`src/mem_sys_pkg.sv`:
```
`default_nettype none

package mem_sys_pkg;

	localparam int addr_w = 32;
	localparam int data_w = 32;

	// Bus positions of the two requesters
	typedef logic port_idx_t;
	localparam port_idx_t PORT_INSN = 1'b0;
	localparam port_idx_t PORT_DATA = 1'b1;

	typedef struct packed
	{
		logic [addr_w-1:0] addr;
	} insn_req_t;

	typedef struct packed
	{
		logic [addr_w-1:0] addr;
		logic [data_w-1:0] wdata;
		logic wr; // Set for a store
	} data_req_t;

	typedef struct packed
	{
		logic [addr_w-1:0] addr;
		logic [data_w-1:0] wdata;
		logic wr;
		port_idx_t port; // Requester the read data goes back to
	} ram_cmd_t;

	typedef struct packed
	{
		logic [data_w-1:0] rdata;
		port_idx_t port;
	} resp_t;

endpackage

`default_nettype wire

```
`src/resp_router.sv`:
```
`timescale 1ns/1ps
`default_nettype none

module resp_router #(
	parameter int RESP_CREDITS = 2
) (
	input logic clk,
	input logic rst,
	input logic cmd_valid,
	input mem_sys_pkg::ram_cmd_t cmd,
	input logic [mem_sys_pkg::data_w-1:0] rdata,
	output logic [1:0] read_room,
	input logic insn_resp_credit,
	input logic data_resp_credit,
	output logic insn_resp_valid,
	output logic data_resp_valid,
	output mem_sys_pkg::resp_t resp
);

	import mem_sys_pkg::*;

	localparam int cnt_w = $clog2(RESP_CREDITS + 1);

	logic [cnt_w-1:0] cnt [2];
	logic [1:0] rd_grant;
	logic [1:0] credit_in;
	logic rd_pending;
	port_idx_t rd_port;

	// A read takes the consumer credit at grant time
	assign rd_grant[PORT_INSN] = cmd_valid & !cmd.wr & (cmd.port == PORT_INSN);
	assign rd_grant[PORT_DATA] = cmd_valid & !cmd.wr & (cmd.port == PORT_DATA);
	assign credit_in[PORT_INSN] = insn_resp_credit;
	assign credit_in[PORT_DATA] = data_resp_credit;

	always_ff @(posedge clk)
	begin
		if (rst)
		begin
			cnt[0] <= cnt_w'(RESP_CREDITS);
			cnt[1] <= cnt_w'(RESP_CREDITS);
			rd_pending <= 1'b0;
			rd_port <= PORT_INSN;
		end
		else
		begin
			for (int p = 0; p < 2; p++)
				cnt[p] <= cnt[p] + cnt_w'(credit_in[p]) - cnt_w'(rd_grant[p]);
			rd_pending <= |rd_grant;
			rd_port <= cmd.port; // Only looked at when rd_pending is set
		end
	end

	assign read_room[0] = (cnt[0] != '0);
	assign read_room[1] = (cnt[1] != '0);

	assign insn_resp_valid = rd_pending & (rd_port == PORT_INSN);
	assign data_resp_valid = rd_pending & (rd_port == PORT_DATA);
	assign resp.rdata = rdata;
	assign resp.port = rd_port;

	// More credits than granted means a consumer returned one twice
	assert property (@(posedge clk) disable iff (rst) cnt[0] <= cnt_w'(RESP_CREDITS))
		else $error("resp_router: instruction consumer credit overflow");
	assert property (@(posedge clk) disable iff (rst) cnt[1] <= cnt_w'(RESP_CREDITS))
		else $error("resp_router: data consumer credit overflow");

endmodule

`default_nettype wire

```
`config.mk`:
```
export PLATFORM = sky130hd
export DESIGN_NAME = resp_router
export DESIGN_NICKNAME = d
export VERILOG_FILES = /design/src/mem_sys_pkg.sv /design/src/resp_router.sv
export SDC_FILE = /design/constraint.sdc
export NUM_CORES = 1
export LEC_CHECK = 0
export BUFFER_PORTS_ARGS = -buffer_cell sky130_fd_sc_hd__buf_4
export CAP_MARGIN = 0
export CORE_ASPECT_RATIO = 0.75
export CORE_MARGIN = 2
export CORE_UTILIZATION = 23
export CTS_CLUSTER_DIAMETER = 120
export DETAILED_ROUTE_END_ITERATION = 10
export PLACE_DENSITY = 0.91
export REMOVE_ABC_BUFFERS = 1
export SYNTH_ARGS = -nofsm -noshare
export SYNTH_HDL_FRONTEND = slang
export SYNTH_SLANG_ARGS = --single-unit
export TNS_END_PERCENT = 10
```
`constraint.sdc`:
```
create_clock -name clk -period 2.5 [get_ports clk]
set_input_delay 0.5 -clock clk [delete_from_list [all_inputs] [get_ports clk]]
set_output_delay 0.5 -clock clk [all_outputs]
set_load 0.005 [all_outputs]
```
# Yosys cells after proc, flatten, opt, wreduce, memory -nomap -nowiden
# Memories as Yosys holds them, arrays and structs flattened.
# Cells that the tools add are included.
# word_totals
memories	1
mem_bits_rw	4
wordCells	25
ff_bits	2
# memory_table
name	words	width	read_ports	rd_ports_with_merged_regs	write_ports	line	source
cnt	2	2	2	0	2	resp_router.sv:24	logic [cnt_w-1:0] cnt [2];
# classes
mux	5
addsub	4
bitwise_logic	9
reduce_logical	4
# op_table
op	count
$and A1 B1 Y1	5
$add A2 B1 Y2	2
$mux W2	2
$reduce_bool A2 Y1	2
$sub A2 B1 Y2	2
$mux W1	3
$not A1 Y1	2
$or A1 B1 Y1	2
$reduce_or A2 Y1	1
$logic_not A1 Y1	1

# Longest topological paths before layout
# depth
depth_word	5
mapped_depth	7
ltp_nobuf	7

# Worst setup path before layout
# OpenSTA, ideal clock, no wires.
# synth_path
kind	input-to-reg
from	input cmd[1] in the netlist's numbering
to	memory cnt[0][1] in the netlist's numbering
arrival_time_ps	1344
setup_ps	117
required_time_ps	2383
cell_stages	7
slack_ps	1040
path_cell_list	nand2b_1 nor2_1 ha_1 inv_1 ha_1 xnor3_1 nand2b_1
# synth_lines
item	line	source
start, declared	resp_router.sv:10	input mem_sys_pkg::ram_cmd_t cmd,
end, declared	resp_router.sv:24	

==> flow_metrics.env <==
export IMPL_status="complete, no violations"
export IMPL_worst_r2r_path_depth=6
export IMPL_fill_cells=268
export IMPL_initial_utilization=0.242
export IMPL_first_iter_violations=9
export IMPL_slew_headroom=0.930
export IMPL_antenna_cells=0
export IMPL_cap_viol_max_count=0
export IMPL_syn_cell_area_um2=553
export IMPL_clkLatencyLatePin_ns=0.24
export IMPL_post_cts_buffers=0
export IMPL_routabilityCongestion=0.747
export IMPL_hold_path_class="input pin to flip-flop"
export IMPL_grt_usage=0.122
export IMPL_num_vias=307
export IMPL_min_path_cells=2
export IMPL_path_cells="or2_2, buf_4"
export IMPL_cp_arrival_ns=0.97
export IMPL_power_w=0.000268
export IMPL_ios=140
export IMPL_final_cells=78
export IMPL_portBuffers=11
export IMPL_crit_path_end_kind="output pin"
export IMPL_die_area_um2=2820
export IMPL_ant_nets=0
export IMPL_holdPathEnd="cnt[0][2]$_SDFF_PP0_"
export IMPL_whs_ns=0.461
export IMPL_ys_warn_count=0
export IMPL_fin_crit_sh=0.588
export IMPL_fin_area_um2=453
export IMPL_worst_pin_slew_ns=0.105
export IMPL_drc=0
export IMPL_cts_root_buffer="clkbuf_4"
export IMPL_clk_pin_slew_ns=0.05
export IMPL_die_h_um=46.5
export IMPL_cp_slowest_cell="dfxtp_1"
export IMPL_fin_skew_ns=0.00347
export IMPL_min_period_ns=1.47
export IMPL_hold_viol_final=0
export IMPL_grt_pass1_wl_mm=2.07
export IMPL_cts_max_level=1
export IMPL_synth_largest_area_cell="buf_4"
export IMPL_start_kind="flip-flop"
export IMPL_cts_buffer_depth=2
export IMPL_syn_avg_cell_area_um2=8.78
export IMPL_setup_violations=0
export IMPL_syn_to_final_growth_pct=-18.1
export IMPL_clock_sinks=6
export IMPL_syn_inst=63
export IMPL_crit_fanout=2
export IMPL_cp_data_required_time_ns=2.00
export IMPL_core_um2=2290
export IMPL_ys_top_cells_by_area="buf_4 (45%), dfxtp_1 (22%), ha_1 (9.0%)"
export IMPL_rrSetupSlack_ns=1.30
export IMPL_rsz0062_at_grt="false"
export IMPL_r2r_start="cnt[0][2]$_SDFF_PP0_"
export IMPL_placed_area_um2=430
export IMPL_fmax_mhz=680
export IMPL_cts_tree="yes"
export IMPL_drive_gt1_frac=0.341
export IMPL_crit_type="flip-flop to output pin"
export IMPL_cp_num_buf_inv=1
export IMPL_final_nets=153
export IMPL_rr_endpoint="cnt[0][3]$_SDFF_PP1_"
export IMPL_max_stage_delay_ns=0.32
export IMPL_drt_first_pass_iters=2
export IMPL_placedCellCount=75
export IMPL_antenna_found_initial=0
export IMPL_crit_family="flip-flops"
export IMPL_worstHoldStart="rst"
export IMPL_p_per_area_nw_per_um2=591
export IMPL_synth_top_area_frac=0.448
export IMPL_dieWidth_um=60.6
export IMPL_post_drt_via_cell_ratio=3.94
export IMPL_grt_pass1_vias=310
export IMPL_wl_per_cell_um=24.9
export IMPL_crit_cells=2
export IMPL_grt_max_degree=7
export IMPL_yosysSeqAreaShare=0.217
export IMPL_cts_hold_buf=0
export IMPL_row_count=15
export IMPL_yosysUniqueCellTypes=11
export IMPL_vdd_drop_max_mv=0.0953
export IMPL_ys_ff_latch=6
export IMPL_tns_ns=0
export IMPL_leakagePower_nw=0.241
export IMPL_routed_wirelength_mm=1.94
export IMPL_cts_buffers=3
export IMPL_cts_resized=0
export IMPL_overflow=0
export IMPL_finalMaxSlewViolations=0
export IMPL_hpwl_mm=1.76
## kinds of logic (layout without fill, tap and decap cells)
group         after synthesis  after routing  share of synthesized area
simple gates               13             13                      0.129
buf+inv                    38             19                      0.482
flops                       6              6                      0.217
xor+xnor                    2              2                     0.0814
fa+ha+maj                   4              4                     0.0905
## cell usage after synthesis, drive strengths merged
cell type  count
nor2b          3
nor2           4
inv            5
nand2b         3
buf           33
or2            2
and2           1
xnor3          2
ha             4
dfxtp          6
## per-layer routing
metal | track usage | up-vias | part of all wire
met1 | 0.0318 | 122 | 0.093
met2 | 0.183 | 53 | 0.46
li1 | - | 122 | -
met5 | 0.102 | - | 0.018
met3 | 0.211 | 8 | 0.37
met4 | 0.104 | 2 | 0.049
## layout by cell type, fill, tap and decap left out
| master | synthesis | layout |
|---|---|---|
| and2_1 | 1 | 1 |
| buf_4 | 33 | 11 |
| clkbuf_4 | 0 | 3 |
| dfxtp_1 | 6 | 6 |
| ha_1 | 4 | 4 |
| inv_1 | 5 | 5 |
| nand2b_1 | 3 | 3 |
| nor2_1 | 4 | 4 |
| nor2b_1 | 3 | 3 |
| or2_1 | 1 | 1 |
| or2_2 | 1 | 1 |
| xnor3_1 | 2 | 2 |
## stage by stage
step           worst slack [ns]   util
6_report                   1.03  0.198
3_5_place_dp              0.815  0.188
3_3_place_gp              0.875  0.188
2_1_floorplan              1.04      -
5_1_grt                   0.985  0.198
4_1_cts                    1.02  0.198
## where the power goes
part	total (W)	switching [W]	leakage (nW)	internal, W
Combinational	0.0000655	0.0000219	0.178	0.0000436
Clock	0.0000865	0.0000324	0.0138	0.0000541
Sequential	0.000116	0.00000702	0.0498	0.000108
Total	0.000268	0.0000614	0.241	0.000206
## registers in the layout (all words and copies together), names as in the netlist
register	count
rd_pending	1
rd_port	1
cnt	4
## layout make-up
class                   count  area (µm²)  area share
clock buffers               3        22.5      0.0497
inverters                   5        18.8      0.0414
multi-input cells          19         166       0.367
flip-flops and latches      6         120       0.265
well taps                  34        42.5      0.0939
repair buffers             11        82.6       0.182
## worst max-delay path by stage
stage,start,to,slack (ns)
finish,cnt[0][3]$_SDFF_PP1_,read_room[1],1.03
global placement,cmd[1],cnt[0][3]$_SDFF_PP1_,0.88
global route,cmd[1],cnt[0][3]$_SDFF_PP1_,0.99
detailed placement,cmd[1],cnt[0][3]$_SDFF_PP1_,0.82
CTS,cnt[0][3]$_SDFF_PP1_,read_room[1],1.02
floorplan,cmd[1],cnt[0][1]$_SDFF_PP1_,1.04
Power figures use the tool's default switching activity.
