### src/credit_fifo.sv
`timescale 1ns/1ps
`default_nettype none

module credit_fifo #(
	parameter int FIFO_DEPTH = 4,
	parameter type item_t = logic
) (
	input logic clk,
	input logic rst,
	input logic in_valid,
	input item_t in_item,
	output logic head_valid,
	output item_t head_item,
	input logic head_pop,
	output logic credit
);

	localparam int ptr_w = (FIFO_DEPTH > 1) ? $clog2(FIFO_DEPTH) : 1;
	localparam int cnt_w = $clog2(FIFO_DEPTH + 1);
	localparam logic [ptr_w-1:0] last_slot = ptr_w'(FIFO_DEPTH - 1);

	item_t buf_mem [FIFO_DEPTH];
	logic [ptr_w-1:0] wr_ptr;
	logic [ptr_w-1:0] rd_ptr;
	logic [cnt_w-1:0] count;
	logic do_pop;

	assign head_valid = (count != '0);
	assign head_item = buf_mem[rd_ptr];
	assign do_pop = head_pop & head_valid;
	assign credit = do_pop; // A freed slot lets the requester send one more

	always_ff @(posedge clk)
	begin
		if (in_valid)
			buf_mem[wr_ptr] <= in_item;
	end

	always_ff @(posedge clk)
	begin
		if (rst)
		begin
			wr_ptr <= '0;
			rd_ptr <= '0;
			count <= '0;
		end
		else
		begin
			if (in_valid)
				wr_ptr <= (wr_ptr == last_slot) ? '0 : wr_ptr + 1'b1;
			if (do_pop)
				rd_ptr <= (rd_ptr == last_slot) ? '0 : rd_ptr + 1'b1;
			if (in_valid && !do_pop)
				count <= count + 1'b1;
			else if (!in_valid && do_pop)
				count <= count - 1'b1;
		end
	end

	// A full queue means the requester has spent all of its credits
	assert property (@(posedge clk) disable iff (rst) in_valid |-> count != cnt_w'(FIFO_DEPTH))
		else $error("credit_fifo: request strobed without a credit");

	// The arbiter must only grant a head that is there
	assert property (@(posedge clk) disable iff (rst) head_pop |-> head_valid)
		else $error("credit_fifo: pop from an empty queue");

endmodule

`default_nettype wire

### config.mk
export PLATFORM = sky130hd
export DESIGN_NAME = credit_fifo
export DESIGN_NICKNAME = d
export VERILOG_FILES = /design/src/credit_fifo.sv
export SDC_FILE = /design/constraint.sdc
export NUM_CORES = 1
export LEC_CHECK = 0
export ABC_CLOCK_PERIOD_IN_PS = 4910
export BUFFER_PORTS_ARGS = -buffer_cell sky130_fd_sc_hd__buf_2
export CORE_AREA = 2 2 39 41
export CTS_CLUSTER_SIZE = 25
export DETAILED_ROUTE_END_ITERATION = 10
export DIE_AREA = 0 0 41 43
export PLACE_DENSITY_LB_ADDON = 0.15
export SYNTH_ARGS = -nofsm -noshare
export SYNTH_HDL_FRONTEND = slang
export SYNTH_SLANG_ARGS = --single-unit
export TNS_END_PERCENT = 1
### constraint.sdc
create_clock -name clk -period 4.91 [get_ports clk]
set_clock_uncertainty 0.15 [all_clocks]
set_input_delay 0.2455 -clock clk [delete_from_list [all_inputs] [get_ports clk]]
set_output_delay 0.2455 -clock clk [all_outputs]
set_load 0.05 [all_outputs]
Yosys cells after proc, flatten, opt, wreduce, memory -nomap -nowiden --
Memory sizes are Yosys's and may differ from the RTL's. A register that Yosys moved wholly into a read port is not among the register bits. Index checks and enable logic that the tools add are counted.
Operators by class: equality and inequality tests 2, reductions and logical operators 6, add/sub/neg operators 4, multiplexer cells 8, bitwise logic cells 1
Operators by type and width (number):
- 2-bit two-way mux | 4
- 3-bit two-way mux | 2
- 2-bit by 1-bit adder with 2-bit output, second input constant | 2
- 2-bit equality test, second input constant | 2
- 3-bit by 1-bit adder with 3-bit output, second input constant | 1
- 3-bit nonzero test | 1
- 3-bit by 1-bit subtractor with 3-bit output, second input constant | 1
- 1-bit logical AND | 2
- 1-bit zero test | 2
- 1-bit two-way mux | 2
- 2-bit nonzero test | 1
- 1-bit AND | 1
Storage, ports and cells: memories kept 1, bits of input ports 5, flip-flop bits (word level) 7, memory bits (writable) 4, logic and storage cells 25, output and inout port bits 3
Memory list:
- buf_mem | depth 4, bits a word 1, read ports 1, clocked after Yosys merged registers in 1, write ports 1, RTL line 22 | item_t buf_mem [FIFO_DEPTH];

Logic depth before layout (Yosys ltp) --
depth in word-level cells 5, mapped depth 7

Worst setup path after synthesis --
No wires, ideal clock.
path kind reg-to-reg, start point register count[1], end point register count[2], setup slack 2.838 ns, data arrival time 1.853 ns, cell stages (with the launch flop) 8, path through dfxtp_1 -> o31ai_4 -> ha_1 -> inv_1 -> fa_1 -> xor2_1 -> or3_1 -> a21oi_1
Between the ends: word-level cells in the longest chain between the ends 5, elaborated cells on any way between the ends 10, those cells by class add/sub: 2; mux: 2; bitwise: 1; reduce/logical: 5
Ends and longest elaborated chain:
- start: declaration | RTL line 25 | logic [cnt_w-1:0] count;
- start signal: assignment | RTL line 54 | count <= count + 1'b1;
- start signal: assignment | RTL line 56 | count <= count - 1'b1;
- parallel branches: the longest is 5 deep, another holds 3-bit by 1-bit subtractor with 3-bit output
Several ways; the timed one is not identified. The select of a mux whose other input is x is not followed. A chain may end at the register's enable or synchronous reset.

Final worst setup path --
Same ends and word-level chain as after synthesis.

==> flow_results.org <==
** Place
- At the placement stage, the worst setup path has a slack of between 2 and 3 ns.
- Count of buffers inserted at the top-level ports :: 7
- Final Wtd Congestion :: 0.664
- After detailed placement, the design holds a cell count of 73.
- Half-perimeter wire length of the detailed placement result :: 599 µm

** GRT
- Entering global routing, the biggest net connects 9 pins.
- Aggregate global routing overflow :: 0
- GR Util All Layers :: 0.116
- The number of antenna violations at the first check in global routing is 0.
- First-pass GRT wire length :: 1370 µm
- Vias in the first global route :: 365

** Setup path
- Endpoint type of the worst setup path :: flip-flop
- For the worst setup path, the data arrival time is 2.24 ns.
- Of all nets on the critical path, the largest fanout is 5.
- Worst r2r dst :: count[2]$_SDFFE_PP0P_
- Slack of the worst reg-to-reg path :: 2.72 ns
- The number of cells on the worst reg-to-reg path is 7.
- Worst setup path startpoint :: count[1]$_SDFFE_PP0P_
- Critical path launch point type :: flip-flop
- Critical path data required time :: 4.96 ns
- Worst Path Class, Setup :: reg2reg
- R2R Path Start :: count[1]$_SDFFE_PP0P_
- Critical path endpoint :: count[2]$_SDFFE_PP0P_

** STA
- For the finished layout, the period the worst path requires is approximately 2.2 ns.
- Measured slew at the worst slew-check pin :: 0.280 ns
- Endpoints failing hold :: 0
- Normalized max-slew margin :: 0.813
- Total Neg Setup Slack :: 0 ns
- Dividing the final minimum period by the clock period gives 0.445.
- Number of pins exceeding their max-slew limit in the final report :: 0
- Post-route setup slack :: 2.72 ns
- Fmax :: roughly 460 MHz
- Number of endpoints failing setup at the final stage :: 0
- Setup repair after global routing left no endpoint under its margin.

** Layout
- Final standard cell count with taps included and fillers excluded :: a little under 80
- The top cell types in the final layout, fill and taps aside, are 9 x sky130_fd_sc_hd__dfxtp_1, 7 x sky130_fd_sc_hd__buf_2, 6 x sky130_fd_sc_hd__ha_1, 5 x sky130_fd_sc_hd__inv_1, 5 x sky130_fd_sc_hd__nor2_1.
- In the final layout, the share of cells above drive strength 1 is 0.213.
- Fraction of the core area covered by cells at the end of the flow :: 0.493
- Antenna diode instance count :: 0
- Leaving out fill and tap cells, the most frequent cell in the layout is sky130_fd_sc_hd__dfxtp_1.
- Number of nets at the end of the flow :: 74
- Fill cell count :: between 100 and 150
- Compared with the post-synthesis result, the final layout area differs by 13.5%.

** CTS
- Clock net sink count :: 13
- Gates resized during post-CTS repair numbered 0.
- CTS placed an instance of sky130_fd_sc_hd__clkbuf_4 at the clock tree root.
- Number of buffers added by the clock tree synthesis step :: 3
- Buffers added to address setup during post-CTS repair amount to 0.
- Clock tree from TritonCTS :: yes
- Number of H-tree branching levels :: 1
- The clock reaches the later pin of the worst-skew pair after ~0.27 ns.
- After clock tree synthesis, the flow added hold-fix buffers numbering 0.
- Buffer levels on the longest clock path :: 2
- Register clock-pin slew on the reported worst setup and hold paths :: ~0.08 ns

** Yosys
- The cell area that synthesis handed to floorplanning was about 600 µm².
- Area share of the largest cell type after synthesis :: 0.300
- Post-Syn Instances :: 50
- Of the synthesized area, sequential elements account for 0.500.
- Number of different library cells in the post-synthesis netlist :: 17
- Counting every net in the synthesized netlist gives slightly above 60.
- Syn avg cell area :: between 10 and 15 µm²
- Most area-hungry cell type in the Yosys netlist :: sky130_fd_sc_hd__dfxtp_1
- The Yosys step of the flow raised 0 warnings.
- Biggest area contributors in the synthesized netlist :: sky130_fd_sc_hd__dfxtp_1 30%, sky130_fd_sc_hd__edfxtp_1 20%, sky130_fd_sc_hd__ha_1 13%, sky130_fd_sc_hd__mux2i_1 5.0%, sky130_fd_sc_hd__and2_1 4.2%
- Synthesis-stage register bit count :: 13

** Drt
- The routed design has between 700 and 800 µm of wire.
- DRC violation count after routing :: 0
- In this run, the number of DRC markers left after iteration 0 of detailed routing was 4.
- Dividing the detail-routed via count by the number of cells gives between 4 and 5.
- Across all layers, the routed design uses 360 vias.
- In the final routed layout, each cell accounts on average for ~9.6 µm.
- Pre-antenna DRT Iters :: 2
- Once detail routing completed, the nets flagged for antenna violations numbered 0.

** Worst hold path
- Hold/Removal Path Class :: in2reg
- Along the worst hold path, the cell count comes to 1.

** Floorplanning
- In this run the core area contains 14 standard-cell rows.
- Initial Utilization :: 0.434
- The floorplan step defined a die boundary enclosing around 1800 µm².
- The floorplan step defined a core boundary enclosing 1380 µm².
- Num ports :: 8
- X dimension of the die :: just over 40 µm
- The die is 43 µm tall.

** Run status
- Run status :: complete, no violations

** Job
- Max-Cap Viols :: 0

** Power and ir drop
- Standby leakage power :: approximately 0.31 nW
- Power, Total :: around 0.34 mW
- Dividing total power by cell area gives a power density of approximately 500 nW/µm².
- Largest vdd supply drop :: ~0.22 mV
[routing by layer]
layer,vias up,wire [µm],GRT usage
met5,-,0,0
met4,0,0,0.0200
met3,0,43,0.0785
met2,6,358,0.181
met1,162,336,0.129
li1,192,-,-
[worst min-delay path by stage]
stage                  from                    end  slack, ns
finish              in_item   buf_mem[0]$_DFFE_PP_       0.05
global route        in_item   buf_mem[0]$_DFFE_PP_       0.04
CTS                 in_item   buf_mem[1]$_DFFE_PP_       0.03
detailed placement  in_item   buf_mem[0]$_DFFE_PP_       0.32
global placement    in_item   buf_mem[0]$_DFFE_PP_       0.32
floorplan               rst  count[2]$_SDFFE_PP0P_       0.16
[metrics by stage]
stage,hold slack [ns],instance area (µm²)
2_1_floorplan,0.165,601
3_3_place_gp,0.318,656
3_5_place_dp,0.323,656
4_1_cts,0.0344,682
5_1_grt,0.0402,682
6_report,0.0488,682
[cell usage after synthesis]
library cell,instances
sky130_fd_sc_hd__dfxtp_1,9
sky130_fd_sc_hd__ha_1,6
sky130_fd_sc_hd__inv_1,5
sky130_fd_sc_hd__nor2_1,5
sky130_fd_sc_hd__and2_1,4
sky130_fd_sc_hd__edfxtp_1,4
sky130_fd_sc_hd__a21oi_1,3
sky130_fd_sc_hd__mux2i_1,3
sky130_fd_sc_hd__or3_1,2
sky130_fd_sc_hd__xor2_1,2
sky130_fd_sc_hd__fa_1,1
sky130_fd_sc_hd__mux4_2,1
sky130_fd_sc_hd__nand2_1,1
sky130_fd_sc_hd__nor3b_1,1
sky130_fd_sc_hd__o21ai_0,1
sky130_fd_sc_hd__o31ai_4,1
sky130_fd_sc_hd__or3_2,1
[cells by family after synthesis]
group | share of synthesized area
AO/OA/AOI/OAI | 0.0687
XOR/XNOR | 0.0292
multiplexers | 0.0875
buffers and inverters | 0.0313
AND/OR/NAND/NOR | 0.125
flip-flops | 0.500
adder cells (fa/ha/maj) | 0.158
[final cells by class]
class                   instances  area [µm²]  share of cell area
multi-input cells              32         282               0.413
well taps                      16        20.0              0.0294
repair buffers                  7        35.0              0.0514
inverters                       5        18.8              0.0275
clock buffers                   4        26.3              0.0385
flip-flops and latches         13         300               0.440
[worst max-delay path: stages (launching register included)]
cell	delay (ns)
sky130_fd_sc_hd__dfxtp_1	0.36
sky130_fd_sc_hd__o31ai_4	0.32
sky130_fd_sc_hd__ha_1	0.24
sky130_fd_sc_hd__inv_1	0.06
sky130_fd_sc_hd__fa_1	0.37
sky130_fd_sc_hd__xor2_1	0.17
sky130_fd_sc_hd__or3_1	0.31
sky130_fd_sc_hd__a21oi_1	0.14
[where the power goes]
group          leakage [nW]  internal (mW)  switching, mW
clock                0.0150         0.0314         0.0314
sequential            0.111          0.131         0.0206
combinational         0.183         0.0497         0.0759
Power figures use the tool's default switching activity.
