$ cat config.mk
export PLATFORM = sky130hd
export DESIGN_NAME = bus_arbiter
export DESIGN_NICKNAME = d
export VERILOG_FILES = /design/src/mem_sys_pkg.sv /design/src/bus_arbiter.sv
export SDC_FILE = /design/constraint.sdc
export NUM_CORES = 1
export LEC_CHECK = 0
export BUFFER_PORTS_ARGS = -buffer_cell sky130_fd_sc_hd__buf_2
export CORE_MARGIN = 8
export CORE_UTILIZATION = 24
export DETAILED_ROUTE_END_ITERATION = 10
export MAX_ROUTING_LAYER = met4
export PLACE_DENSITY_LB_ADDON = 0.25
export RECOVER_POWER = 25
export SYNTH_ARGS = -nofsm -noshare
export SYNTH_HDL_FRONTEND = slang
export SYNTH_SLANG_ARGS = --single-unit
$ cat constraint.sdc
create_clock -name clk -period 1.96 [get_ports clk]
set_clock_uncertainty 0.15 [all_clocks]
set_input_delay 0.196 -clock clk [delete_from_list [all_inputs] [get_ports clk]]
set_output_delay 0.196 -clock clk [all_outputs]
set_load 0.02 [all_outputs]
$ cat src/mem_sys_pkg.sv
`default_nettype none

package mem_sys_pkg;

	localparam int addr_w = 32;
	localparam int data_w = 32;

	// Bus positions of the two requesters
	typedef logic port_idx_t;
	localparam port_idx_t PORT_INSN = 1'b0;
	localparam port_idx_t PORT_DATA = 1'b1;

	typedef struct packed
	{
		logic [addr_w-1:0] addr;
	} insn_req_t;

	typedef struct packed
	{
		logic [addr_w-1:0] addr;
		logic [data_w-1:0] wdata;
		logic wr; // Set for a store
	} data_req_t;

	typedef struct packed
	{
		logic [addr_w-1:0] addr;
		logic [data_w-1:0] wdata;
		logic wr;
		port_idx_t port; // Requester the read data goes back to
	} ram_cmd_t;

	typedef struct packed
	{
		logic [data_w-1:0] rdata;
		port_idx_t port;
	} resp_t;

endpackage

`default_nettype wire

$ cat src/bus_arbiter.sv
`timescale 1ns/1ps
`default_nettype none

module bus_arbiter (
	input logic clk,
	input logic rst,
	input logic insn_head_valid,
	input mem_sys_pkg::insn_req_t insn_head,
	input logic data_head_valid,
	input mem_sys_pkg::data_req_t data_head,
	input logic [1:0] read_room,
	output logic insn_pop,
	output logic data_pop,
	output logic cmd_valid,
	output mem_sys_pkg::ram_cmd_t cmd
);

	import mem_sys_pkg::*;

	port_idx_t last_port;
	logic insn_elig;
	logic data_elig;

	assign insn_elig = insn_head_valid & read_room[PORT_INSN];
	assign data_elig = data_head_valid & (data_head.wr | read_room[PORT_DATA]); // Stores need no room

	// On a tie the port served last steps aside
	assign data_pop = data_elig & (!insn_elig | (last_port == PORT_INSN));
	assign insn_pop = insn_elig & (!data_elig | (last_port == PORT_DATA));
	assign cmd_valid = insn_pop | data_pop;

	always_comb
	begin
		if (data_pop)
		begin
			cmd.addr = data_head.addr;
			cmd.wdata = data_head.wdata;
			cmd.wr = data_head.wr;
			cmd.port = PORT_DATA;
		end
		else
		begin
			cmd.addr = insn_head.addr; // Instruction fetches are always reads
			cmd.wdata = '0;
			cmd.wr = 1'b0;
			cmd.port = PORT_INSN;
		end
	end

	always_ff @(posedge clk)
	begin
		if (rst)
			last_port <= PORT_DATA;
		else if (cmd_valid)
			last_port <= cmd.port;
	end

	// The single RAM port takes one command per cycle
	assert property (@(posedge clk) disable iff (rst) !(insn_pop && data_pop))
		else $error("bus_arbiter: both queues popped in one cycle");

endmodule

`default_nettype wire

## Yosys cells after proc, flatten, opt, wreduce, memory -nomap -nowiden

Cells that the tools add are included.

- Memory bits (read-only): 0
- Bits in latches: 0
- Memory bits (writable): 0
- Register bits after elaboration: 1
- Memories: 0

- Eq/ne operators: 0
- Bitwise gates (word level): 9
- $lt $le $gt $ge: 0
- Muxes and demuxes: 1
- Div/mod/pow operators: 0
- Reductions and logical operators: 2
- $mul: 0
- Add/sub/neg operators: 0
- Shift-type cells: 0

Operators with widths:

| kind | count |
|---|---|
| two-way mux 66 bit | 1 |
| bitwise AND 1 bit | 4 |
| bitwise OR 1 bit | 4 |
| zero test 1 bit | 2 |
| inverter 1 bit | 1 |

## Depth between registers and ports, before layout

Gate-level depths: netlist of the first run.

- Depth in word-level cells: 6
- Mapped depth: 5
- Depth with buffers taken out: 3

## Worst setup path before layout of the first run

OpenSTA, ideal clock, no wires.

- Kind: flip-flop to output port
- Start point: reg last_port
- End point: out cmd[47] in the netlist's numbering
- Data required time: 1,614 ps
- Stages on the path, launching flop included: 6
- Setup slack: 457 ps
- Arrival time: 1,157 ps
- Cell sequence: dfxtp_1 > nand3_1 > nor2b_4 > buf_6 > buf_8 > mux2_4

RTL lines:

| what | line | text |
|---|---|---|
| from (decl) | bus_arbiter.sv:20 | `port_idx_t last_port;` |
| from (signal assigned) | bus_arbiter.sv:55 | `last_port <= cmd.port;` |
| to (decl) | bus_arbiter.sv:15 | `output mem_sys_pkg::ram_cmd_t cmd` |

==> impl_metrics.py, run 1 <==
metrics = {
    "status": {
        "outcome": "completed",
    },
    "synthesis": {
        "syn_inst": 83,
        "syn_area_per_cell_um2": 9.361,
        "synth_nets": 186,
        "synth.yosys.seq_area_share_pct": 2.576,
        "ys_types": 17,
        "synth-async-reset-ratio_pct": 0,
        "synth-seq-cells": 1,
        "yosysWarnings": 0,
        "synthesis.area_um2": 777.0,
        "ys.flop_type": "dfxtp_1",
        "synth_edf_count": 0,
    },
    "cts": {
        "cts_setup_buffers": 0,
        "hold_buffers": 0,
        "clock_latency_ns": 0,
        "post_cts_resized": 0,
        "path_clk_slew_ns": 0,
    },
    "critical_path": {
        "r2r_setup_slack_ns": 1.09,
        "r2r_start": "last_port",
        "path_class": "primary input to output pin",
        "arrival_ns": 1.38,
        "endpoint_kind": "output pin",
        "cp.depth": 6,
        "cpMostUsedCell": "buf_2",
        "path_buf_inv": 3,
        "cp-start-kind": "primary input",
        "path_cells": "buf_2 -> nand3_1 -> nor2b_4 -> buf_12 -> mux2_2 -> buf_2",
        "crit_required_ns": 1.61,
        "critical-path-top-delay-family": "buffers and inverters",
        "r2r_cells": 2,
        "endpoint": "cmd[35]",
        "worstReg2RegEnd": "last_port",
        "crit_path_start": "read_room[0]",
        "path_max_fanout": 33,
        "cp_slowest_stage_delay_ns": 0.35,
        "cp_slowest_cell": "mux2_2",
    },
    "route": {
        "viasPerCell": 4.082,
        "dr.pass1.iters": 4,
        "drcViolationCount": 0,
        "drt_iter0_markers": 26,
        "ant_nets": 0,
        "routedWlPerCell_um": 14.67,
        "wirelength_um": 4285,
        "vias": 1192,
    },
    "job": {
        "maxCapViolCount": 0,
    },
    "floorplanning": {
        "dieHeight_um": 72.90,
        "die_w_um": 72.90,
        "die_area_um2": 5314,
        "start_util_pct": 25.24,
        "row_count": 20,
        "ios": 172,
        "core_area_um2": 3078,
    },
    "final_layout": {
        "fill_cells": 345,
        "ff_latch_area_um2": 20.02,
        "syn2layout_area_growth_pct": 112.2,
        "drive_above_1_share_pct": 78.23,
        "layout_common_cells": "buf_2, and2_1, mux2_4",
        "nNetsFinal": 353,
        "reg_top3": "last_port x1",
        "largest_reg_flops": 1,
        "regMostFlops": "last_port",
        "diodes": 0,
        "final_common_cell": "buf_2",
        "multi_input_area_um2": 694.4,
        "stdcell_area_um2": 1649,
    },
    "sta": {
        "tightestPinTransition_ns": 0.2865,
        "rsz0062_at_grt": "false",
        "max_slew_margin_pct": 80.98,
        "hold_viol_final": 0,
        "setup_viol": 0,
        "drv_slew": 0,
        "period_share_pct": 87.91,
        "tns_ns": 0,
        "worst_hold_slack_ns": 0.2183,
        "final.min_clock_period_ns": 1.723,
        "fmax_ghz": 0.5804,
    },
    "hold_path": {
        "hold_path.class": "primary input to flip-flop",
    },
    "global_routing": {
        "grt_max_degree": 34,
        "grt-ovfl-total": 0,
        "grt_pass1_vias": 1204,
        "grt_use_total_pct": 14.12,
        "grt_pass1_wl_um": 5996,
        "antenna_found_initial": 0,
    },
    "place": {
        "place_area_um2": 1665,
        "port_buffers": 171,
        "hpwl_um": 3959,
        "place_congestion": 0.7515,
    },
    "pwr": {
        "vdd_ir_drop_max_mv": 0.1664,
        "power_density_nw_per_um2": 312.5,
        "p_leak_uw": 0.001000,
    },
}
-- where the power goes --
part | leakage [uW] | internal, uW | switching, uW
logic | 0.000992 | 241 | 252
clock network | 0 | 0 | 0
registers | 0.00000827 | 22.1 | 0.784
-- per-layer routing --
metal / wire length, um / up-vias / global-route usage [%] / share of wire, %
met5: 0 / - / - / 0
met4: 0 / 0 / 0 / 0
met3: 554 / 0 / 4.670 / 13
met2: 2235 / 96 / 28.13 / 52
met1: 1496 / 487 / 13.45 / 35
li1: - / 609 / - / -
-- per-stage QoR --
| step | setup WS (ns) | std cells | util (%) | power (uW) |
|---|---|---|---|---|
| 2_1_floorplan | 0.4573 | 83 | - | 324.0 |
| 3_3_place_gp | 0.2314 | 292 | 54.11 | 522.4 |
| 3_5_place_dp | 0.2358 | 292 | 54.11 | 526.0 |
| 4_1_cts | 0.2154 | 292 | 54.11 | 527.4 |
| 5_1_grt | 0.1621 | 292 | 53.58 | 551.9 |
| 6_report | 0.2370 | 292 | 53.58 | 515.3 |
-- synthesized netlist by cell type, types with 2 or more instances --
| cell | n | area, um^2 |
|---|---|---|
| and2_1 | 32 | 200.2 |
| nand2_1 | 2 | 7.510 |
| buf_2 | 2 | 10.01 |
| buf_6 | 2 | 22.52 |
| clkbuf_1 | 2 | 7.510 |
| mux2_4 | 17 | 255.2 |
| mux2_2 | 15 | 168.9 |
| nor2_1 | 2 | 7.510 |
-- cell families after synthesis --
family	Yosys count	synth area share, %
AND/OR/NAND/NOR	40	31.72
buffers and inverters	8	8.052
multiplexers	32	54.59
flip-flops	1	2.577
AO/OA/AOI/OAI	2	3.061
-- cell type report --
| class | count | area share, % |
|---|---|---|
| multi-input cells | 74 | 42.11 |
| flip-flops and latches | 1 | 1.214 |
| well taps | 44 | 3.338 |
| repair buffers | 173 | 53.34 |
-- worst min path at each step --
stage,start,slack [ns],cells past startpoint,to
after floorplan,rst,0.13,1,last_port
after global placement,rst,0.22,2,last_port
after detailed placement,rst,0.22,2,last_port
after CTS,rst,0.22,2,last_port
after global routing,rst,0.23,2,last_port
final,rst,0.22,2,last_port
Power figures use the tool's default switching activity.
==> run 2, diff against run 1 <==
MAX_ROUTING_LAYER = unset   (was met4)
clock period = 1.8 ns   (was 1.96 ns; I/O delays follow)
==> run 2 against run 1 <==
Effect of this change:
- combinational power is 8.9% higher
- sequential power rose by 9%
- total power grew 8.8%
- critical path type is now flip-flop to output pin
- sequential share of layout area did not move
- highest routed layer is now met4
- sequential cell count did not move
- final area did not move
- largest power group unchanged
- register-to-register slack worse by 0.16 ns
- critical path depth fell by 1
- via count up 1.1%
==> impl_metrics.py, run 2 (synthesis results as in run 1) <==
metrics = {
    "final_layout": {
        "multi_input_area_um2": 694.4,
        "fill_cells": 307,
        "largest_reg_flops": 1,
        "layoutNonFillerInstCount": 292,
        "diodes": 0,
        "ff_latch_area_um2": 20.02,
        "drive_above_1_share_pct": 78.23,
        "final_common_cell": "buf_2",
        "layout_common_cells": "buf_2, and2_1, mux2_4",
        "reg_top3": "last_port x1",
        "stdcell_area_um2": 1649,
        "syn2layout_area_growth_pct": 112.2,
        "regMostFlops": "last_port",
        "nNetsFinal": 353,
    },
    "route": {
        "viasPerCell": 4.127,
        "wirelength_um": 4278,
        "drcViolationCount": 0,
        "dr.pass1.iters": 2,
        "ant_nets": 0,
        "routedWlPerCell_um": 14.65,
        "vias": 1205,
        "drt_iter0_markers": 17,
    },
    "floorplanning": {
        "die_area_um2": 5314,
        "dieHeight_um": 72.90,
        "ios": 172,
        "die_w_um": 72.90,
        "core_area_um2": 3078,
        "start_util_pct": 25.24,
        "row_count": 20,
    },
    "place": {
        "dp_cells": 292,
        "place_congestion": 0.7431,
        "dp_slack_ns": 0.1019,
        "port_buffers": 171,
        "place_area_um2": 1665,
        "hpwl_um": 3989,
    },
    "job": {
        "maxCapViolCount": 0,
    },
    "critical_path": {
        "r2r_setup_slack_ns": 0.93,
        "crit_required_ns": 1.47,
        "arrival_ns": 1.36,
        "path_max_fanout": 33,
        "critical-path-top-delay-family": "buffers and inverters",
        "path_class": "flip-flop to output pin",
        "endpoint_kind": "output pin",
        "path_cells": "nand3_1 -> nor2b_4 -> buf_12 -> mux2_2 -> buf_2",
        "path_buf_inv": 2,
        "cp-start-kind": "flip-flop",
        "cp_slowest_cell": "mux2_2",
        "cp_slowest_stage_delay_ns": 0.35,
    },
    "sta": {
        "period_share_pct": 93.93,
        "rsz0062_at_grt": "false",
        "worst_hold_slack_ns": 0.2037,
        "tns_ns": 0,
        "drv_slew": 0,
        "setup_slack_ns": 0.1093,
        "max_slew_margin_pct": 80.60,
        "fmax_ghz": 0.5915,
        "final.min_clock_period_ns": 1.691,
        "setup_viol": 0,
        "tightestPinTransition_ns": 0.2922,
        "hold_viol_final": 0,
    },
    "hold_path": {
        "hold_path.class": "primary input to flip-flop",
    },
    "cts": {
        "cts_setup_buffers": 0,
        "clock_latency_ns": 0,
        "post_cts_resized": 0,
        "hold_buffers": 0,
        "path_clk_slew_ns": 0,
    },
    "pwr": {
        "power_density_nw_per_um2": 339.9,
        "p_leak_uw": 0.001000,
        "vdd_ir_drop_max_mv": 0.1748,
    },
    "status": {
        "outcome": "completed",
    },
    "global_routing": {
        "grt_pass1_vias": 1230,
        "antenna_found_initial": 0,
        "grt_pass1_wl_um": 6016,
        "grt-ovfl-total": 0,
        "grt_max_degree": 34,
        "grt_use_total_pct": 13.70,
    },
}
-- run 2: cell counts in the layout (fill, tap and decap cells not counted) --
No cell type changed its count.
-- run 2: through the flow --
stage,utilization (%),total power (uW)
3_3_place_gp,54.11,568.2
3_5_place_dp,54.11,573.6
6_report,53.58,560.6
2_1_floorplan,-,352.8
5_1_grt,53.58,599.8
4_1_cts,54.11,575.1
-- run 2: layout make-up --
cell class	count	share of cell area (%)
multi-input cells	74	42.11
flip-flops and latches	1	1.214
well taps	44	3.338
repair buffers	173	53.34
-- run 2: path summary, 6_finish.rpt --
check	endpoint	from	cells past startpoint
hold / removal	last_port	rst	2
setup reg to reg	last_port	last_port	2
setup / recovery	cmd[36]	last_port	5
hold reg to reg	last_port	last_port	2
-- run 2: power breakdown --
part           total, uW  internal [uW]  leakage, uW  switching, uW
logic                536            262     0.000992            273
clock network          0              0            0              0
registers           24.9           24.1   0.00000827          0.860
-- run 2: per-layer routing --
layer | global-route usage (%) | routed length [um] | up-vias
li1 | - | - | 609
met1 | 10.96 | 1275 | 496
met2 | 28.43 | 2266 | 98
met3 | 7.967 | 711 | 2
met4 | 0.6667 | 23 | 0
met5 | 0 | 0 | -
==> run 3, diff against run 2 <==
ABC_AREA = 1   (was unset)
BUFFER_PORTS_ARGS = -buffer_cell sky130_fd_sc_hd__buf_4   (was -buffer_cell sky130_fd_sc_hd__buf_2)
CORE_UTILIZATION = 25   (was 24)
==> run 3 against run 2 <==
Effect of this change:
- sequential power up 3%
- worst hold slack better by 0.018 ns
- via count increased by 40%
- first-iteration DRC count grew to 4.4 times the previous value
- critical path depth is 1 higher
- sequential cell count stayed put
- utilization up 10 points
- register-to-register slack gained 0.08 ns
- sequential share of layout area is 0.26 points lower
- synthesized cell count grew 130%
- fmax increased by 8.0%
- largest power group unchanged
- highest routed layer unchanged
==> impl_metrics.py, run 3 <==
metrics = {
    "route": {
        "ant_nets": 0,
        "dr.pass1.iters": 4,
        "vias": 1687,
        "wirelength_um": 5398,
        "routedWlPerCell_um": 13.46,
        "drt_iter0_markers": 74,
        "drcViolationCount": 0,
        "viasPerCell": 4.207,
    },
    "sta": {
        "period_share_pct": 87.00,
        "setup_viol": 0,
        "drv_slew": 0,
        "worst_hold_slack_ns": 0.2215,
        "rsz0062_at_grt": "false",
        "fmax_ghz": 0.6386,
        "tns_ns": 0,
        "final.min_clock_period_ns": 1.566,
        "max_slew_margin_pct": 75.23,
        "tightestPinTransition_ns": 0.3716,
        "hold_viol_final": 0,
    },
    "critical_path": {
        "arrival_ns": 1.24,
        "path_buf_inv": 2,
        "path_cells": "nand3_1 -> nand3_2 -> clkbuf_4 -> nand2_1 -> nand2_1 -> buf_4",
        "cpMostUsedCell": "nand2_1",
        "path_class": "flip-flop to output pin",
        "endpoint_kind": "output pin",
        "path_max_fanout": 38,
        "worstReg2RegEnd": "last_port",
        "cp_slowest_cell": "clkbuf_4",
        "r2r_cells": 2,
        "r2r_start": "last_port",
        "cp_slowest_stage_delay_ns": 0.37,
        "cp.depth": 6,
        "cp-start-kind": "flip-flop",
        "r2r_setup_slack_ns": 1.01,
        "crit_required_ns": 1.47,
        "critical-path-top-delay-family": "buffers and inverters",
    },
    "synthesis": {
        "ys_types": 13,
        "ys.flop_type": "dfxtp_1",
        "synth-async-reset-ratio_pct": 0,
        "synth.yosys.seq_area_share_pct": 2.374,
        "syn_inst": 194,
        "synth_edf_count": 0,
        "synth-seq-cells": 1,
        "yosysMostFrequentCell": "nand2_1",
        "synth_nets": 297,
        "yosysWarnings": 0,
        "synth_top_area_cell": "nand2_1",
        "synthesis.area_um2": 843.3,
        "synth_top_area_share_pct": 30.71,
        "syn_area_per_cell_um2": 4.347,
        "synthTopCellsByCount": "nand2_1, inv_1, nor2_1",
        "synth_area_leaders": "nand2_1, nand3_1, inv_1",
    },
    "final_layout": {
        "diodes": 0,
        "reg_top3": "last_port x1",
        "largest_reg_flops": 1,
        "stdcell_area_um2": 2088,
        "regMostFlops": "last_port",
        "drive_above_1_share_pct": 46.48,
        "nNetsFinal": 460,
        "layout_common_cells": "buf_4, nand2_1, inv_1",
        "fill_cells": 318,
        "syn2layout_area_growth_pct": 147.6,
        "layoutNonFillerInstCount": 401,
        "final_common_cell": "buf_4",
    },
    "global_routing": {
        "grt_max_degree": 39,
        "antenna_found_initial": 0,
        "grt_use_total_pct": 17.33,
        "grt-ovfl-total": 0,
        "grt_pass1_vias": 1720,
        "grt_pass1_wl_um": 7803,
    },
    "place": {
        "dp_cells": 401,
        "place_congestion": 0.8331,
        "place_area_um2": 2151,
        "hpwl_um": 4661,
        "port_buffers": 171,
    },
    "hold_path": {
        "min_from": "rst",
        "hold_path_end": "last_port",
        "worstHoldPathCells": 3,
        "hold_path.class": "primary input to flip-flop",
    },
    "cts": {
        "post_cts_resized": 0,
        "hold_buffers": 0,
        "path_clk_slew_ns": 0,
        "cts_setup_buffers": 0,
        "clock_latency_ns": 0,
    },
    "floorplanning": {
        "row_count": 21,
        "die_area_um2": 5488,
        "ios": 172,
        "core_area_um2": 3284,
        "start_util_pct": 25.68,
        "dieHeight_um": 74.08,
        "die_w_um": 74.08,
    },
    "pwr": {
        "total_power_uw": 702.8,
        "p_leak_uw": 0.001407,
        "vdd_ir_drop_max_mv": 0.1631,
        "power_density_nw_per_um2": 336.6,
    },
    "status": {
        "outcome": "completed",
    },
    "job": {
        "maxCapViolCount": 0,
    },
}
run 3: cell types whose count changed in the layout (fill, tap and decap cells not counted), moves of 39 or more:
cell,previous run,this run
buf_4,0,161
buf_2,158,0
nand2_1,2,69
inv_1,0,39
run 3: metrics by stage:
| step | utilization [%] | worst slack, ns |
|---|---|---|
| CTS | 65.49 | 0.3252 |
| detailed placement | 65.49 | 0.3314 |
| global placement | 65.49 | 0.3606 |
| finish | 63.58 | 0.2340 |
| global route | 63.58 | 0.1067 |
| floorplan | - | 0.3529 |
run 3: worst reg2reg max path: cells and delay by family, from the launching register on:
kind | cells | cell delay, ns
AO/OA/AOI/OAI | 1 | 0.15
flip-flops | 1 | 0.31
AND/OR/NAND/NOR | 1 | 0.06
run 3: logic make-up (layout without fill, tap and decap cells):
logic type,Yosys count,count (layout),share of synthesized area (%)
DFF,1,1,2.374
buffers and inverters,53,214,27.89
AOI/OAI and AO/OA,2,2,1.186
and+or+nand+nor,138,138,68.55
run 3: how the worst max path moves through the flow:
stage / endpoint / startpoint / slack (ns)
finish: cmd[43] / last_port / 0.23
global route: cmd[36] / last_port / 0.11
detailed placement: cmd[57] / last_port / 0.33
CTS: cmd[57] / last_port / 0.33
global placement: cmd[45] / last_port / 0.36
floorplan: cmd[0] / last_port / 0.35
run 3: routing by layer:
metal / global-route usage [%] / part of all wire [%]
met1: 16.60 / 34
met2: 31.93 / 48
met3: 10.51 / 17
met4: 1.330 / 0.93
met5: 0 / 0
run 3: area by class of cell:
cell class,instances,area (um^2),share of cell area [%]
well taps,46,57.56,2.756
flip-flops and latches,1,20.02,0.9587
repair buffers,175,1281,61.35
inverters,39,146.4,7.010
multi-input cells,140,583.1,27.92
run 3: where the power goes:
group	internal, uW	leakage (uW)	switching (uW)
clock network	0	0	0
logic	327	0.00140	350
registers	24.3	0.00000831	1.38
